## src/hdl/bumpy_pkg.sv

```systemverilog
package bumpy_pkg;

	// movement states of the piece
	typedef enum logic [2:0] {
		S_RESET,
		S_IDLE,
		S_LEFT,
		S_RIGHT,
		S_DOWN,
		S_UP,
		S_DIE
	} move_state_t;

	// what a map tile does to the piece
	typedef enum logic [1:0] {
		TILE_FREE,
		TILE_STEP,
		TILE_TELEPORT,
		TILE_SPIKE
	} tile_kind_t;

	typedef logic [3:0] edge_code_t; // one-hot contact side
	localparam edge_code_t EDGE_BOTTOM = 4'b0001;
	localparam edge_code_t EDGE_RIGHT  = 4'b0010;
	localparam edge_code_t EDGE_TOP    = 4'b0100;
	localparam edge_code_t EDGE_LEFT   = 4'b1000;

	typedef logic signed [10:0] pixel_t;  // screen coordinate
	typedef logic signed [31:0] pos_fp_t; // 1/64 pixel units
	typedef logic [3:0] tile_idx_t;       // map column or row

	localparam int FP_SHIFT = 6; // fraction bits of pos_fp_t

	// world geometry in pixels and tiles
	localparam int TILE_PX = 64;
	localparam int BUMPY_PX = 16;
	localparam int MAP_COLS = 10;
	localparam int MAP_ROWS = 8;
	localparam int CENTER_OFS_PX = 24; // piece centred inside a tile

endpackage

```

## src/hdl/collide_if.sv

```systemverilog
interface collide_if;
	import bumpy_pkg::*;

	logic step_hit;
	logic free_hit;
	logic teleport_hit;
	logic spike_hit;
	edge_code_t hit_edge;     // side of the winning probe
	tile_idx_t teleport_col;
	tile_idx_t teleport_row;

	modport detector(output step_hit, free_hit, teleport_hit, spike_hit,
		hit_edge, teleport_col, teleport_row);

	modport mover(input step_hit, free_hit, teleport_hit, hit_edge,
		teleport_col, teleport_row);

	modport steer(input spike_hit, hit_edge);

endinterface

```

## src/hdl/tile_map.sv

```systemverilog
module tile_map (
	input bumpy_pkg::tile_idx_t col_q [4],
	input bumpy_pkg::tile_idx_t row_q [4],
	output bumpy_pkg::tile_kind_t kind [4],
	output bumpy_pkg::tile_idx_t tgt_col [4],
	output bumpy_pkg::tile_idx_t tgt_row [4]
);
	import bumpy_pkg::*;

	// the one teleport and where it sends the piece
	localparam tile_idx_t TELE_COL = 4'd0;
	localparam tile_idx_t TELE_ROW = 4'd3;
	localparam tile_idx_t DEST_COL = 4'd5;
	localparam tile_idx_t DEST_ROW = 4'd1;

	localparam tile_idx_t SPIKE_COL = 4'd5;
	localparam tile_idx_t SPIKE_ROW = 4'd4;

	localparam tile_idx_t FLOOR_ROW = tile_idx_t'(MAP_ROWS - 1);

	always_comb begin
		for (int i = 0; i < 4; i++) begin
			tgt_col[i] = '0;
			tgt_row[i] = '0;
			if (col_q[i] >= tile_idx_t'(MAP_COLS) || row_q[i] >= tile_idx_t'(MAP_ROWS)) begin
				kind[i] = TILE_STEP; // outside the world acts as wall
			end
			else if (row_q[i] == FLOOR_ROW) begin
				kind[i] = TILE_STEP; // solid floor
			end
			else begin
				case ({col_q[i], row_q[i]})
					{TELE_COL, TELE_ROW}: begin
						kind[i] = TILE_TELEPORT;
						tgt_col[i] = DEST_COL;
						tgt_row[i] = DEST_ROW;
					end
					{SPIKE_COL, SPIKE_ROW}: kind[i] = TILE_SPIKE;
					default: kind[i] = TILE_FREE;
				endcase
			end
		end
	end

endmodule

```

## src/hdl/tile_collide.sv

```systemverilog
module tile_collide (
	input logic clk,
	input logic resetN,
	input bumpy_pkg::pixel_t offset_x,
	input bumpy_pkg::pixel_t offset_y,
	collide_if.detector col
);
	import bumpy_pkg::*;

	localparam int TILE_SHIFT = $clog2(TILE_PX);
	localparam int SCREEN_W = 640;
	localparam int SCREEN_H = 480;
	localparam int HALF_PX = BUMPY_PX / 2;

	// probe slots in priority order
	localparam int P_BOTTOM = 0;
	localparam int P_LEFT = 1;
	localparam int P_RIGHT = 2;
	localparam int P_TOP = 3;
	localparam edge_code_t PROBE_EDGE [4] = '{EDGE_BOTTOM, EDGE_LEFT, EDGE_RIGHT, EDGE_TOP};

	pixel_t probe_x [4];
	pixel_t probe_y [4];
	logic off_map [4];
	tile_idx_t col_q [4];
	tile_idx_t row_q [4];
	tile_kind_t kind [4];
	tile_idx_t tgt_col [4];
	tile_idx_t tgt_row [4];

	logic hit_found;
	tile_kind_t sel_kind;
	edge_code_t sel_edge;
	tile_idx_t sel_col;
	tile_idx_t sel_row;

	// sample points just outside each side of the 16x16 piece
	always_comb begin
		probe_x[P_BOTTOM] = offset_x + pixel_t'(HALF_PX);
		probe_y[P_BOTTOM] = offset_y + pixel_t'(BUMPY_PX);
		probe_x[P_LEFT] = offset_x - pixel_t'(1);
		probe_y[P_LEFT] = offset_y + pixel_t'(HALF_PX);
		probe_x[P_RIGHT] = offset_x + pixel_t'(BUMPY_PX);
		probe_y[P_RIGHT] = offset_y + pixel_t'(HALF_PX);
		probe_x[P_TOP] = offset_x + pixel_t'(HALF_PX);
		probe_y[P_TOP] = offset_y - pixel_t'(1);
	end

	always_comb begin
		for (int i = 0; i < 4; i++) begin
			off_map[i] = (probe_x[i] < 0) || (probe_x[i] >= pixel_t'(SCREEN_W)) ||
				(probe_y[i] < 0) || (probe_y[i] >= pixel_t'(SCREEN_H));
			// all ones is never a valid tile, so the map answers with a wall
			col_q[i] = off_map[i] ? '1 : tile_idx_t'(probe_x[i] >>> TILE_SHIFT);
			row_q[i] = off_map[i] ? '1 : tile_idx_t'(probe_y[i] >>> TILE_SHIFT);
		end
	end

	tile_map u_map (
		.col_q(col_q),
		.row_q(row_q),
		.kind(kind),
		.tgt_col(tgt_col),
		.tgt_row(tgt_row)
	);

	// first non-free probe wins
	always_comb begin
		hit_found = 1'b0;
		sel_kind = TILE_FREE;
		sel_edge = EDGE_BOTTOM; // reported when nothing is touched
		sel_col = '0;
		sel_row = '0;
		for (int i = 0; i < 4; i++) begin
			if (!hit_found && kind[i] != TILE_FREE) begin
				hit_found = 1'b1;
				sel_kind = kind[i];
				sel_edge = PROBE_EDGE[i];
				sel_col = tgt_col[i];
				sel_row = tgt_row[i];
			end
		end
	end

	always_ff @(posedge clk or negedge resetN) begin
		if (!resetN) begin
			col.step_hit <= 1'b0;
			col.free_hit <= 1'b0;
			col.teleport_hit <= 1'b0;
			col.spike_hit <= 1'b0;
			col.hit_edge <= '0;
		end
		else begin
			col.step_hit <= hit_found && (sel_kind == TILE_STEP);
			col.free_hit <= !hit_found;
			col.teleport_hit <= hit_found && (sel_kind == TILE_TELEPORT);
			col.spike_hit <= hit_found && (sel_kind == TILE_SPIKE);
			col.hit_edge <= sel_edge;
		end
	end

	always_ff @(posedge clk) begin
		col.teleport_col <= sel_col;
		col.teleport_row <= sel_row;
	end

endmodule

```

## src/hdl/bumpy_fsm.sv

```systemverilog
module bumpy_fsm (
	input logic clk,
	input logic resetN,
	input logic key_left,
	input logic key_right,
	input logic key_up,
	input logic key_down,
	input logic restart,
	collide_if.steer col,
	output bumpy_pkg::move_state_t state,
	output logic dead
);
	import bumpy_pkg::*;

	move_state_t state_nxt;
	logic spike_contact;

	// spikes point up, so brushing the underside with the top probe is harmless
	assign spike_contact = col.spike_hit && (col.hit_edge != EDGE_TOP);

	always_comb begin
		state_nxt = state;
		case (state)
			S_RESET: begin
				// flags still describe the old spot right after a restart
				if (!col.spike_hit)
					state_nxt = S_IDLE;
			end

			S_DIE: begin
				if (restart)
					state_nxt = S_RESET;
			end

			default: begin
				if (spike_contact)
					state_nxt = S_DIE;
				else if (key_down)
					state_nxt = S_DOWN; // down beats up beats left beats right
				else if (key_up)
					state_nxt = S_UP;
				else if (key_left)
					state_nxt = S_LEFT;
				else if (key_right)
					state_nxt = S_RIGHT;
				else
					state_nxt = S_IDLE;
			end
		endcase
	end

	always_ff @(posedge clk or negedge resetN) begin
		if (!resetN) begin
			state <= S_RESET;
			dead <= 1'b0;
		end
		else begin
			state <= state_nxt;
			dead <= (state_nxt == S_DIE); // tracks state without a lag
		end
	end

endmodule

```

## src/hdl/bumpy_move.sv

```systemverilog
module bumpy_move #(
	parameter int SPEED_X = 120,
	parameter int SPEED_Y = 150,
	parameter int JUMP_LIMIT_TILES = 1
) (
	input logic clk,
	input logic resetN,
	input logic start_of_frame,
	input bumpy_pkg::move_state_t state,
	collide_if.mover col,
	output bumpy_pkg::pixel_t offset_x,
	output bumpy_pkg::pixel_t offset_y
);
	import bumpy_pkg::*;

	localparam pos_fp_t TILE_FP = pos_fp_t'(TILE_PX << FP_SHIFT);
	localparam pos_fp_t CENTER_FP = pos_fp_t'(CENTER_OFS_PX << FP_SHIFT);
	localparam pos_fp_t JUMP_LIMIT = pos_fp_t'(JUMP_LIMIT_TILES) * TILE_FP;
	localparam pos_fp_t VX = pos_fp_t'(SPEED_X);
	localparam pos_fp_t VY = pos_fp_t'(SPEED_Y);

	pos_fp_t pos_x;
	pos_fp_t pos_y;
	pos_fp_t speed_x;
	pos_fp_t speed_y;
	pos_fp_t jump_start_x;
	pos_fp_t jump_start_y;

	logic bottom_step;
	logic bottom_free;
	logic bottom_teleport;

	assign bottom_step = col.step_hit && (col.hit_edge == EDGE_BOTTOM);
	assign bottom_free = col.free_hit && (col.hit_edge == EDGE_BOTTOM);
	assign bottom_teleport = col.teleport_hit && (col.hit_edge == EDGE_BOTTOM);

	// origin of the current jump, the limits are measured from here
	always_ff @(posedge clk or negedge resetN) begin
		if (!resetN) begin
			jump_start_x <= CENTER_FP;
			jump_start_y <= CENTER_FP;
		end
		else if (state == S_RESET) begin
			jump_start_x <= CENTER_FP;
			jump_start_y <= CENTER_FP;
		end
		else if (bottom_step || (state == S_UP && bottom_free)) begin
			jump_start_x <= pos_x;
			jump_start_y <= pos_y;
		end
	end

	always_ff @(posedge clk or negedge resetN) begin
		if (!resetN)
			speed_y <= '0;
		else begin
			case (state)
				S_RESET, S_DIE: speed_y <= '0;
				S_IDLE, S_LEFT, S_RIGHT: begin
					if (bottom_step && speed_y >= 0)
						speed_y <= -VY; // bounce off the step below
					else if (pos_y < jump_start_y - JUMP_LIMIT && speed_y <= 0)
						speed_y <= VY; // apex reached, come back down
				end
				S_DOWN: speed_y <= VY;
				S_UP: speed_y <= -VY;
				default: speed_y <= speed_y;
			endcase
		end
	end

	always_ff @(posedge clk or negedge resetN) begin
		if (!resetN)
			speed_x <= '0;
		else begin
			case (state)
				S_LEFT: begin
					if (pos_x < jump_start_x - JUMP_LIMIT && speed_x <= 0)
						speed_x <= '0;
					else
						speed_x <= -VX;
				end
				S_RIGHT: begin
					if (pos_x > jump_start_x + JUMP_LIMIT && speed_x >= 0)
						speed_x <= '0;
					else
						speed_x <= VX;
				end
				default: speed_x <= '0;
			endcase
		end
	end

	always_ff @(posedge clk or negedge resetN) begin
		if (!resetN) begin
			pos_x <= CENTER_FP;
			pos_y <= CENTER_FP;
		end
		else if (state == S_RESET) begin
			pos_x <= CENTER_FP;
			pos_y <= CENTER_FP;
		end
		else if (bottom_teleport) begin
			pos_x <= pos_fp_t'(col.teleport_col) * TILE_FP + CENTER_FP;
			pos_y <= pos_fp_t'(col.teleport_row) * TILE_FP + CENTER_FP;
		end
		else if (start_of_frame) begin // integrate once per frame
			pos_x <= pos_x + speed_x;
			pos_y <= pos_y + speed_y;
		end
	end

	assign offset_x = pixel_t'(pos_x >>> FP_SHIFT);
	assign offset_y = pixel_t'(pos_y >>> FP_SHIFT);

endmodule

```

## src/hdl/bumpy_top.sv

```systemverilog
module bumpy_top #(
	parameter int SPEED_X = 120,
	parameter int SPEED_Y = 150,
	parameter int JUMP_LIMIT_TILES = 1
) (
	input logic clk,
	input logic resetN,
	input logic start_of_frame,
	input logic key_left,
	input logic key_right,
	input logic key_up,
	input logic key_down,
	input logic restart,
	output bumpy_pkg::pixel_t offset_x,
	output bumpy_pkg::pixel_t offset_y,
	output logic dead
);
	import bumpy_pkg::*;

	move_state_t state;
	collide_if col_bus ();

	tile_collide u_collide (
		.clk(clk),
		.resetN(resetN),
		.offset_x(offset_x),
		.offset_y(offset_y),
		.col(col_bus.detector)
	);

	bumpy_fsm u_fsm (
		.clk(clk),
		.resetN(resetN),
		.key_left(key_left),
		.key_right(key_right),
		.key_up(key_up),
		.key_down(key_down),
		.restart(restart),
		.col(col_bus.steer),
		.state(state),
		.dead(dead)
	);

	bumpy_move #(
		.SPEED_X(SPEED_X),
		.SPEED_Y(SPEED_Y),
		.JUMP_LIMIT_TILES(JUMP_LIMIT_TILES)
	) u_move (
		.clk(clk),
		.resetN(resetN),
		.start_of_frame(start_of_frame),
		.state(state),
		.col(col_bus.mover),
		.offset_x(offset_x),
		.offset_y(offset_y)
	);

endmodule

```

## config.mk

```make
export PLATFORM = sky130hd
export DESIGN_NAME = bumpy_top
export DESIGN_NICKNAME = d
export VERILOG_FILES = /design/src/hdl/bumpy_pkg.sv /design/src/hdl/collide_if.sv /design/src/hdl/tile_map.sv /design/src/hdl/tile_collide.sv /design/src/hdl/bumpy_fsm.sv /design/src/hdl/bumpy_move.sv /design/src/hdl/bumpy_top.sv
export SDC_FILE = /design/constraint.sdc
export NUM_CORES = 1
export LEC_CHECK = 0
export BUFFER_PORTS_ARGS = -buffer_cell sky130_fd_sc_hd__buf_2
export CAP_MARGIN = 10
export CORE_ASPECT_RATIO = 0.75
export CORE_MARGIN = 1
export CORE_UTILIZATION = 45
export CTS_CLUSTER_DIAMETER = 50
export DETAILED_ROUTE_END_ITERATION = 8
export PLACE_DENSITY = 0.6
export SYNTH_ARGS = -nofsm -noshare
export SYNTH_HDL_FRONTEND = slang
export SYNTH_SLANG_ARGS = --single-unit
```

## constraint.sdc

```tcl
create_clock -name clk -period 4.05 [get_ports clk]
set_input_delay 1.215 -clock clk [delete_from_list [all_inputs] [get_ports clk]]
set_output_delay 1.215 -clock clk [all_outputs]
set_load 0.01 [all_outputs]
```

Word level (Yosys, flattened, before mapping)
Index checks and enable logic that the tools add are counted.
Storage, ports and cells
  bits in latches: 0
  input bits: 8
  flip-flop bits (word level): 212
  memory bits (read-only): 0
  memories kept: 0
  output and inout bits: 23
  word-level logic and storage cells: 213
  bits in writable memories: 0
Cells by class
  bitwise gates (word level): 0
  div/mod/pow operators: 0
  magnitude comparators: 27
  equality and inequality tests: 25
  reduce and logical (&&, ||, !) cells: 46
  mux-type cells: 87
  shift-type cells: 0
  multipliers: 0
  add/sub/neg operators: 13
Operator list (count)
  32-bit two-way mux: 13
  32-bit one-hot mux with 4 select lines: 1
  4-bit two-way mux: 17
  11-bit by 1-bit less-than comparator with 1-bit output, second input constant: 6
  32-bit adder: 2
  32-bit by 1-bit >= comparator with 1-bit output, second input constant: 2
  32-bit by 1-bit <= comparator with 1-bit output, second input constant: 2
  32-bit less-than comparator: 2
  32-bit one-hot mux with 2 select lines: 1
  32-bit by 14-bit subtractor with 32-bit output, second input constant: 2
  3-bit two-way mux: 19
  16-bit by 11-bit adder with 17-bit output, second input constant: 2
  11-bit by 10-bit >= comparator with 1-bit output, second input constant: 3
  11-bit >= comparator, second input constant: 3
  32-bit by 14-bit adder with 32-bit output, second input constant: 1
  8-bit by 2-bit equality test with 1-bit output, second input constant: 4
  8-bit by 7-bit equality test with 1-bit output, second input constant: 4
  4-bit >= comparator, second input constant: 8
  32-bit greater-than comparator: 1
  2-bit two-way mux: 13
  11-bit by 5-bit adder with 11-bit output, second input constant: 2
  11-bit by 6-bit adder with 11-bit output, second input constant: 2
  11-bit by 2-bit subtractor with 11-bit output, second input constant: 2
  1-bit two-way mux: 17
  other kinds (22): 69

Longest topological paths before layout
Gate-level depths: netlist (run 1).
  depth after elaboration: 23
  gate-level depth with buffers: 17
  gate-level depth less buffers: 17

Cells and area by module
From an unflattened synthesis (run 1), not the netlist that was laid out.
Unflattened totals
  cell total of the unflattened synthesis: 1618
  area total of the unflattened synthesis: 13330.3 um^2
Modules (own cells, without submodules)
  bumpy_move: sequential area each 3188.1 um^2, instances 1, cells an instance 1291, area an instance 10900.5 um^2
  tile_collide: sequential area each 360.3 um^2, instances 1, cells an instance 232, area an instance 1707.9 um^2
  tile_map: sequential area each 0.0 um^2, instances 1, cells an instance 73, area an instance 499.2 um^2
  bumpy_fsm: sequential area each 100.1 um^2, instances 1, cells an instance 22, area an instance 222.7 um^2

Least setup slack after synthesis (run 1)
Ideal clock, no wire load.
  path kind: reg-to-reg
  start: register u_move.jump_start_x[19]
  end: register u_move.speed_x[3]
  data arrival time: 3.265 ns
  data required time: 3.912 ns
  slack: 0.647 ns
  period minus slack after synthesis: 3.403 ns
  library setup time: 0.138 ns
  path buffers: 1
  stages on the path, launching flop included: 16
  cell sequence: dfrtp_1 buf_2 or3_1 or4_1 or4_4 xor2_1 ha_1 a21o_1 a21o_1 a21o_1 a21oi_1 nor2b_1 o21ai_0 nand2_1 nand2_1 o211ai_1
On the way
  longest elaborated chain between the ends: 5
  elaborated cells between the ends (all ways): 9
  those cells by class: 2 x add/sub; 2 x order compare; 3 x mux; 2 x reduce/logical
RTL lines
  from (decl): RTL line bumpy_move.sv:26  | pos_fp_t jump_start_x;
  from (signal assigned): RTL line bumpy_move.sv:48  | jump_start_x <= pos_x;
  32-bit by 14-bit adder with 32-bit output or 32-bit by 14-bit subtractor with 32-bit output (tied branches): RTL line bumpy_move.sv:84, bumpy_move.sv:78
  32-bit greater-than comparator or 32-bit less-than comparator (tied branches): RTL line bumpy_move.sv:84, bumpy_move.sv:78
  1-bit logical AND, on equally long branches: RTL line bumpy_move.sv:84, bumpy_move.sv:78
  7-bit two-way mux or 32-bit two-way mux (tied branches): RTL line bumpy_move.sv:84, bumpy_move.sv:78
  32-bit one-hot mux with 2 select lines (*): RTL line bumpy_move.sv:76  | case (state)
  to (signal assigned): RTL line bumpy_move.sv:81  | speed_x <= -VX;
  to (decl): RTL line bumpy_move.sv:24  | pos_fp_t speed_x;
Mark *: on every way between the ends. The rest lies on a longest branch, timed or not.
A chain may end at the register's enable or synchronous reset.

Worst setup path after layout (run 1)
  start: register u_move.jump_start_y[17]
  end: register u_move.speed_y[7]
On the way
  longest elaborated chain between the ends: 5
RTL lines
  from (decl): RTL line bumpy_move.sv:27  | pos_fp_t jump_start_y;
  from (signal assigned): RTL line bumpy_move.sv:49  | jump_start_y <= pos_y;
  32-bit by 14-bit subtractor with 32-bit output: RTL line bumpy_move.sv:62  | else if (pos_y < jump_start_y - JUMP_LIMIT && speed_y <= 0)
  32-bit less-than comparator: RTL line bumpy_move.sv:62
  1-bit logical AND: RTL line bumpy_move.sv:62
  3-bit by 1-bit inequality test with 1-bit output (no source line)
  2-bit AND reduction (no source line)
  to (signal assigned): RTL line bumpy_move.sv:61  | speed_y <= -VY;
  to (signal assigned): RTL line bumpy_move.sv:66  | S_UP: speed_y <= -VY;
  to (signal assigned): RTL line bumpy_move.sv:67  | default: speed_y <= speed_y;
  to (decl): RTL line bumpy_move.sv:25  | pos_fp_t speed_y;
Every way passes these cells.

==> results of run 1 <==
worst paths after layout:
check                                   startpoint                       to  slack (ns)  cells after the start
setup reg to reg           u_move.jump_start_y[17]        u_move.speed_y[7]        0.33                     15
max in group asynchronous                   resetN  u_move.jump_start_y[10]        2.33                      2
hold / removal              u_move.jump_start_y[9]   u_move.jump_start_y[9]        0.50                      2
hold reg to reg             u_move.jump_start_y[9]   u_move.jump_start_y[9]        0.50                      2
setup / recovery           u_move.jump_start_y[17]        u_move.speed_y[7]        0.33                     15
min in group asynchronous                   resetN         u_move.pos_y[19]        0.84                      1
state kept, by name, indices dropped and copies added, names as in the netlist, 3 cells and up:
signal and count:
u_move.pos_x 29, u_move.jump_start_y 32, u_fsm.state 3, u_move.speed_y 3, u_move.speed_x 3, u_move.jump_start_x 29, u_move.pos_y 31, u_collide.col.hit_edge 4
cells in the mapped netlist, types with 8 or more instances:
cell / n / area (sq um)
a211oi_1: 20 / 150
a21o_1: 62 / 465
a21oi_1: 80 / 400
a31oi_1: 9 / 56.3
and3_1: 9 / 56.3
buf_4: 24 / 180
clkbuf_1: 50 / 188
dfrtp_1: 131 / 3280
dfstp_2: 8 / 210
ha_1: 145 / 1810
inv_1: 65 / 244
mux2i_1: 31 / 310
nand2_1: 159 / 597
nand2b_1: 15 / 93.8
nand3_1: 91 / 455
nand4_1: 32 / 200
nor2_1: 134 / 503
nor2b_1: 15 / 93.8
nor3_1: 33 / 165
nor3b_1: 10 / 75.1
nor4_1: 13 / 81.3
o21a_1: 16 / 120
o21ai_0: 96 / 480
o31a_1: 8 / 70.1
o31ai_1: 9 / 67.6
or3_1: 8 / 50.1
xnor2_1: 65 / 569
xor2_1: 37 / 324
stage by stage:
| step | hold slack (ns) | util [%] | cell area, sq um |
|---|---|---|---|
| 2_1_floorplan | 0.454 | - | 12400 |
| 3_3_place_gp | 0.478 | 47.5 | 12900 |
| 3_5_place_dp | 0.498 | 47.5 | 12900 |
| 4_1_cts | 0.512 | 49.6 | 13400 |
| 5_1_grt | 0.521 | 49.6 | 13400 |
| 6_report | 0.504 | 49.6 | 13400 |
cell usage in the layout (no fill, tap or decap), types with 13 or more instances in the layout:
cell | synthesis | final
buf_4 | 24 | 28
nand4_1 | 32 | 32
a211oi_1 | 20 | 20
nor3_1 | 33 | 33
o21a_1 | 16 | 16
nor2_1 | 134 | 134
nor2b_1 | 15 | 15
a21o_1 | 62 | 62
a21oi_1 | 80 | 79
nand2_1 | 159 | 157
mux2i_1 | 31 | 31
buf_2 | 7 | 28
xnor2_1 | 65 | 65
o21ai_0 | 96 | 96
clkbuf_16 | 0 | 17
nand3_1 | 91 | 91
ha_1 | 145 | 145
nor4_1 | 13 | 13
xor2_1 | 37 | 37
inv_1 | 65 | 65
nand2b_1 | 15 | 15
dfrtp_1 | 131 | 131
power breakdown:
part | switching [W] | internal, W
Combinational | 0.00517 | 0.00363
Sequential | 0.000774 | 0.00199
Clock | 0.000650 | 0.000907
worst max-delay path, cell delays in order (launching register included):
cell      delay, ns
dfrtp_1        0.40
or4_1          0.60
nor4_1         0.27
nand2_1        0.16
or2_1          0.30
xor2_1         0.16
ha_1           0.30
a21o_1         0.18
a21o_1         0.16
a21o_1         0.17
a21oi_1        0.15
nor2b_1        0.06
o21ai_0        0.15
a21oi_1        0.12
a311oi_1       0.30
o31a_1         0.17
kinds of logic after synthesis:
family,count (synthesis),share of synthesized area [%]
simple gates,568,22.1
compound gates,366,19.4
buf+inv,152,5.40
fa+ha+maj,147,14.9
flops,140,28.2
xor+xnor,102,7.18
mux,34,2.77
layer usage:
layer / routed length (um) / global-route usage, % / part of all wire, % / vias to the layer above
met5: 0 / 0 / 0 / -
met4: 585 / 6.59 / 1.7 / 0
met3: 1650 / 3.41 / 4.9 / 40
met2: 13600 / 34.3 / 40 / 264
met1: 17900 / 38.5 / 53 / 5213
li1: - / - / - / 5405
layout make-up:
class                           count  area [sq um]  area share, %
Clock buffer                       22           484           3.61
Clock inverter                      9          85.1          0.634
Inverter                           65           244           1.82
Timing Repair Buffer               58           382           2.84
Sequential cell                   140          3510           26.1
Antenna cell                        1          2.50         0.0186
Tap cell                          351           439           3.27
Multi-Input combinational cell   1217          8280           61.7
==> summary.txt, run 1 <==
Floorplan
  – Core area: between 20000 and 30000 sq um
  – Die width: 194 um
  – Die outline height: 146 um
  – Num rows: 52
  – Die area: 28300 sq um
  – Initial Util: 46.0%
  – I/O Pins: 31

Clock tree
  – TritonCTS Buffers: 17
  – Clock Tree Buf Depth: 2
  – # clock sinks: 140
  – CTS Hold Buffers Added: 0
  – Clock latency on the worst-skew pair: 0.44 ns
  – CTS resizes: 0
  – Clock-pin slew on the worst setup and hold paths: 0.07 ns
  – CTS H-tree depth: 4
  – Setup Buffers After CTS: 0
  – CTS tree: done
  – Root buf cell: clkbuf_16

Yosys
  – Main synth FF type: dfrtp_1
  – Avg Inst Size Synth: 8.24 sq um
  – FF+latch count, synth: 140
  – Cell count after synthesis: 1509
  – Synthesized cell area: approximately 12000 sq um
  – Yosys warning count: 0
  – Syn Nets: 1664
  – Asr flop ratio synth: 99.3%
  – Synth unique cells: between 80 and 90
  – Seq/Total Area, Yosys: 28.2%
  – Post-synth EDFFs: 0

Final layout
  – Layout cell share with drive strength beyond 1: 8.27%
  – Final std cells w/o fill: about 1900
  – Fill count: between 2000 and 3000
  – Nets@finish: 1654
  – Layout area overhead: 7.92%

Routing
  – Via-to-Cell Ratio: 5.86
  – DRC Markers: 0
  – Vias: 10900
  – Final ANT Viol Nets: 0
  – DRT iter0 DRCs: 749
  – Detailed Route WL: 33700 um
  – Drt first pass iters: 5
  – Wire per inst: 18.1 um

Power and ir drop
  – Lkg Pwr: 6.54 nW
  – Maximum VDD drop: 0.000469 V
  – Pwr dens: 978 nW/um^2
  – Power, Total: 0.0131 W

STA
  – RSZ-0062 raised after global routing: no
  – Min Clock Period, post-route: 3.72 ns
  – Final setup viols: 0
  – Max Slew Vio Count: 0
  – Fin Setup TNS: 0 ns
  – Worst-margin pin slew: 0.942 ns
  – Final WS setup: 0.330 ns
  – Final Hold Vio Count: 0
  – Final worst-path cycle share: 91.9%
  – Worst slew margin: 36.4%
  – F_max: 269 MHz
  – Clock Skew: 0.0186 ns

Flow run
  – Max-cap violations: 0

Setup path
  – Critical path capture point type: flip-flop
  – Crit Path Category: flip-flop to flip-flop
  – Crit path required time: approximately 4.4 ns
  – Data arrival, critical path: 4.10 ns
  – Worst Path Max Fanout: 4
  – Startpoint types: flip-flop

Place
  – Cells after DPL: 1831
  – RD Place Congestion: 0.849
  – Number of buffers added on ports: 30
  – Post-DP HPWL: 24700 um
  – Pre-CTS setup slack: ~0.38 ns

Global routing
  – Largest net degree at the start of global routing: 79
  – First-pass GRT wire length: 55500 um
  – Number of global-route vias before repair: 10100
  – Overall Global Routing Usage: between 20 and 25%
  – Initial antenna violation count: 1
  – Grt total ovfl: 0

Run status
  – Status: finished clean

Worst hold path
  – Worst min path class: flip-flop to flip-flop
No activity file was read; power rests on OpenSTA's default activity.
==> run 2: changes to the inputs <==
CORE_MARGIN = default   (was 1)
CORE_UTILIZATION = 50   (was 45)
PLACE_DENSITY = 0.65   (was 0.6)
RECOVER_POWER = 100   (was default)
==> summary.txt, run 2 (synthesis results as in run 1) <==
STA
  – Final setup viols: 0
  – Worst slew margin: -26.2%
  – Final Hold Vio Count: 0
  – RSZ-0062 raised after global routing: no
  – Hold Worst Slack: 0.491 ns
  – Fin Setup TNS: 0 ns
  – Min Clock Period, post-route: 3.74 ns
  – Max Slew Vio Count: 178
  – Worst-margin pin slew: 1.89 ns
  – Final worst-path cycle share: 92.3%
  – F_max: 267 MHz
  – Clock Skew: 0.0115 ns

Routing
  – Drt first pass iters: 7
  – Wire per inst: 17.9 um
  – Routed length on met2: 13600 um
  – Routed met3 length: 1710 um
  – DRC Markers: 0
  – Detailed Route WL: 33100 um
  – Final ANT Viol Nets: 0
  – DR top layer: met4
  – Post-Route M1 WL: ~17000 um
  – Via-to-Cell Ratio: 5.96
  – DRT iter0 DRCs: 962
  – Vias: 11000

Run status
  – Status: complete, but fails checks
  – Violated checks: capacitance limit, slew limit

Setup path
  – Startpoint types: flip-flop
  – Crit Path Category: flip-flop to flip-flop
  – CP top delay family: compound AO/OA/AOI/OAI gates
  – Worst Path Max Fanout: 3
  – Critical path capture point type: flip-flop
  – Worst path cell trace: ha_1 > fa_1 > a211oi_1 > o21ai_0 > and3_1 > o41ai_1 > a31oi_1 > o21ai_0 > mux2i_1 > xnor2_1 > nor2_1
  – Most frequent CP cell: o21ai_0
  – Critical-path top delay cell: o41ai_1
  – Crit path required time: 4.33 ns
  – Slowest cell delay on critical path: 0.69 ns
  – Data arrival, critical path: 4.02 ns
  – CP Buf/Inv Count: 0

Floorplan
  – Num rows: 49
  – Core area: 24200 sq um
  – I/O Pins: 31
  – Die area: 25500 sq um
  – Initial Util: about half
  – Die outline height: 139 um
  – Die width: 184 um

Power and ir drop
  – Lkg Pwr: 6.44 nW
  – Maximum VDD drop: 0.000418 V
  – Pwr dens: 984 nW/um^2
  – Power, Total: 0.0131 W

Global routing
  – Largest net degree at the start of global routing: 65
  – Initial antenna violation count: 1
  – Overall Global Routing Usage: 27.0%
  – Number of global-route vias before repair: 10300
  – Grt total ovfl: 0
  – First-pass GRT wire length: 54600 um

Final layout
  – Layout cell share with drive strength beyond 1: between 5 and 6%
  – Number of flip-flops in the largest register: 32
  – Final core occ: 55.0%
  – Layout area overhead: 7.08%
  – Nets@finish: 1653
  – Largest regs: u_move.jump_start_y x32, u_move.pos_y x31
  – Commonest cells after routing, fill and taps aside: nand2_1, ha_1, nor2_1, dfrtp_1, o21ai_0
  – Commonest non-fill, non-tap cell in the layout: nand2_1
  – Most flops, register: u_move.jump_start_y
  – Final std cells w/o fill: ~1800
  – Fill count: 2289

Clock tree
  – Root buf cell: clkbuf_16
  – Clock Tree Buf Depth: 2
  – TritonCTS Buffers: 17
  – # clock sinks: 140
  – CTS tree: done
  – Clock latency on the worst-skew pair: 0.43 ns
  – Clock-pin slew on the worst setup and hold paths: 0.07 ns
  – CTS Hold Buffers Added: 0
  – CTS H-tree depth: 4

Place
  – Cells after DPL: around 1800
  – RD Place Congestion: 0.877
  – Number of buffers added on ports: 30
  – Post-DP HPWL: between 20000 and 25000 um

Flow run
  – Max-cap violations: 4

Worst hold path
  – Worst min path class: flip-flop to flip-flop
[run 2: final cells by class]
| class | instances | area, sq um | share of cell area (%) |
|---|---|---|---|
| inverters | 65 | 244 | 1.83 |
| diodes | 1 | 2.50 | 0.0188 |
| clock inverters | 13 | 198 | 1.48 |
| flip-flops and latches | 140 | 3510 | 26.3 |
| well taps | 331 | 414 | 3.11 |
| multi-input cells | 1217 | 8240 | 61.9 |
| repair buffers | 57 | 273 | 2.05 |
| clock buffers | 18 | 439 | 3.30 |
[run 2: power by group]
part           internal [W]  switching, W  total [W]  leakage, nW
registers           0.00199      0.000796    0.00278         1.81
logic               0.00351       0.00507    0.00857         4.31
clock network       0.00110      0.000649    0.00175        0.307
[run 2: what timing repair did]
action,CTS,global route
setup buffers,0,0
endpoints found under the hold margin,0,0
setup endpoints to repair,0,2
resized for setup,0,1
[run 2: final timing paths]
check                      cells after the start                    start                 endpoint  slack [ns]
hold / removal                                 2  u_move.jump_start_y[31]  u_move.jump_start_y[31]        0.49
setup / recovery                              11        u_move.speed_x[3]         u_move.pos_x[31]        0.31
min in group asynchronous                      1                   resetN         u_move.pos_y[19]        1.19
setup reg to reg                              11        u_move.speed_x[3]         u_move.pos_x[31]        0.31
hold reg to reg                                2  u_move.jump_start_y[31]  u_move.jump_start_y[31]        0.49
max in group asynchronous                      2                   resetN         u_move.pos_x[27]        0.92
[run 2: worst reg2reg max path: stages, from the launching register on]
cell and delay, ns:
dfrtp_1 0.41, ha_1 0.24, fa_1 0.42, a211oi_1 0.31, o21ai_0 0.18, and3_1 0.19, o41ai_1 0.69, a31oi_1 0.32
o21ai_0 0.34, mux2i_1 0.29, xnor2_1 0.15, nor2_1 0.05
[run 2: per-stage QoR]
step / area, sq um / setup slack [ns]
final: 13300 / 0.311
after global routing: 13300 / 0.0546
after CTS: 13500 / 0.328
after detailed placement: 12800 / 0.350
after global placement: 12800 / 0.441
after floorplan: 12400 / 0.647
[run 2: layer usage]
| metal | up-vias | GRT usage [%] |
|---|---|---|
| met1 | 5252 | 41.9 |
| li1 | 5401 | - |
| met3 | 32 | 4.15 |
| met4 | 0 | 5.83 |
| met2 | 301 | 38.9 |
| met5 | - | 0 |
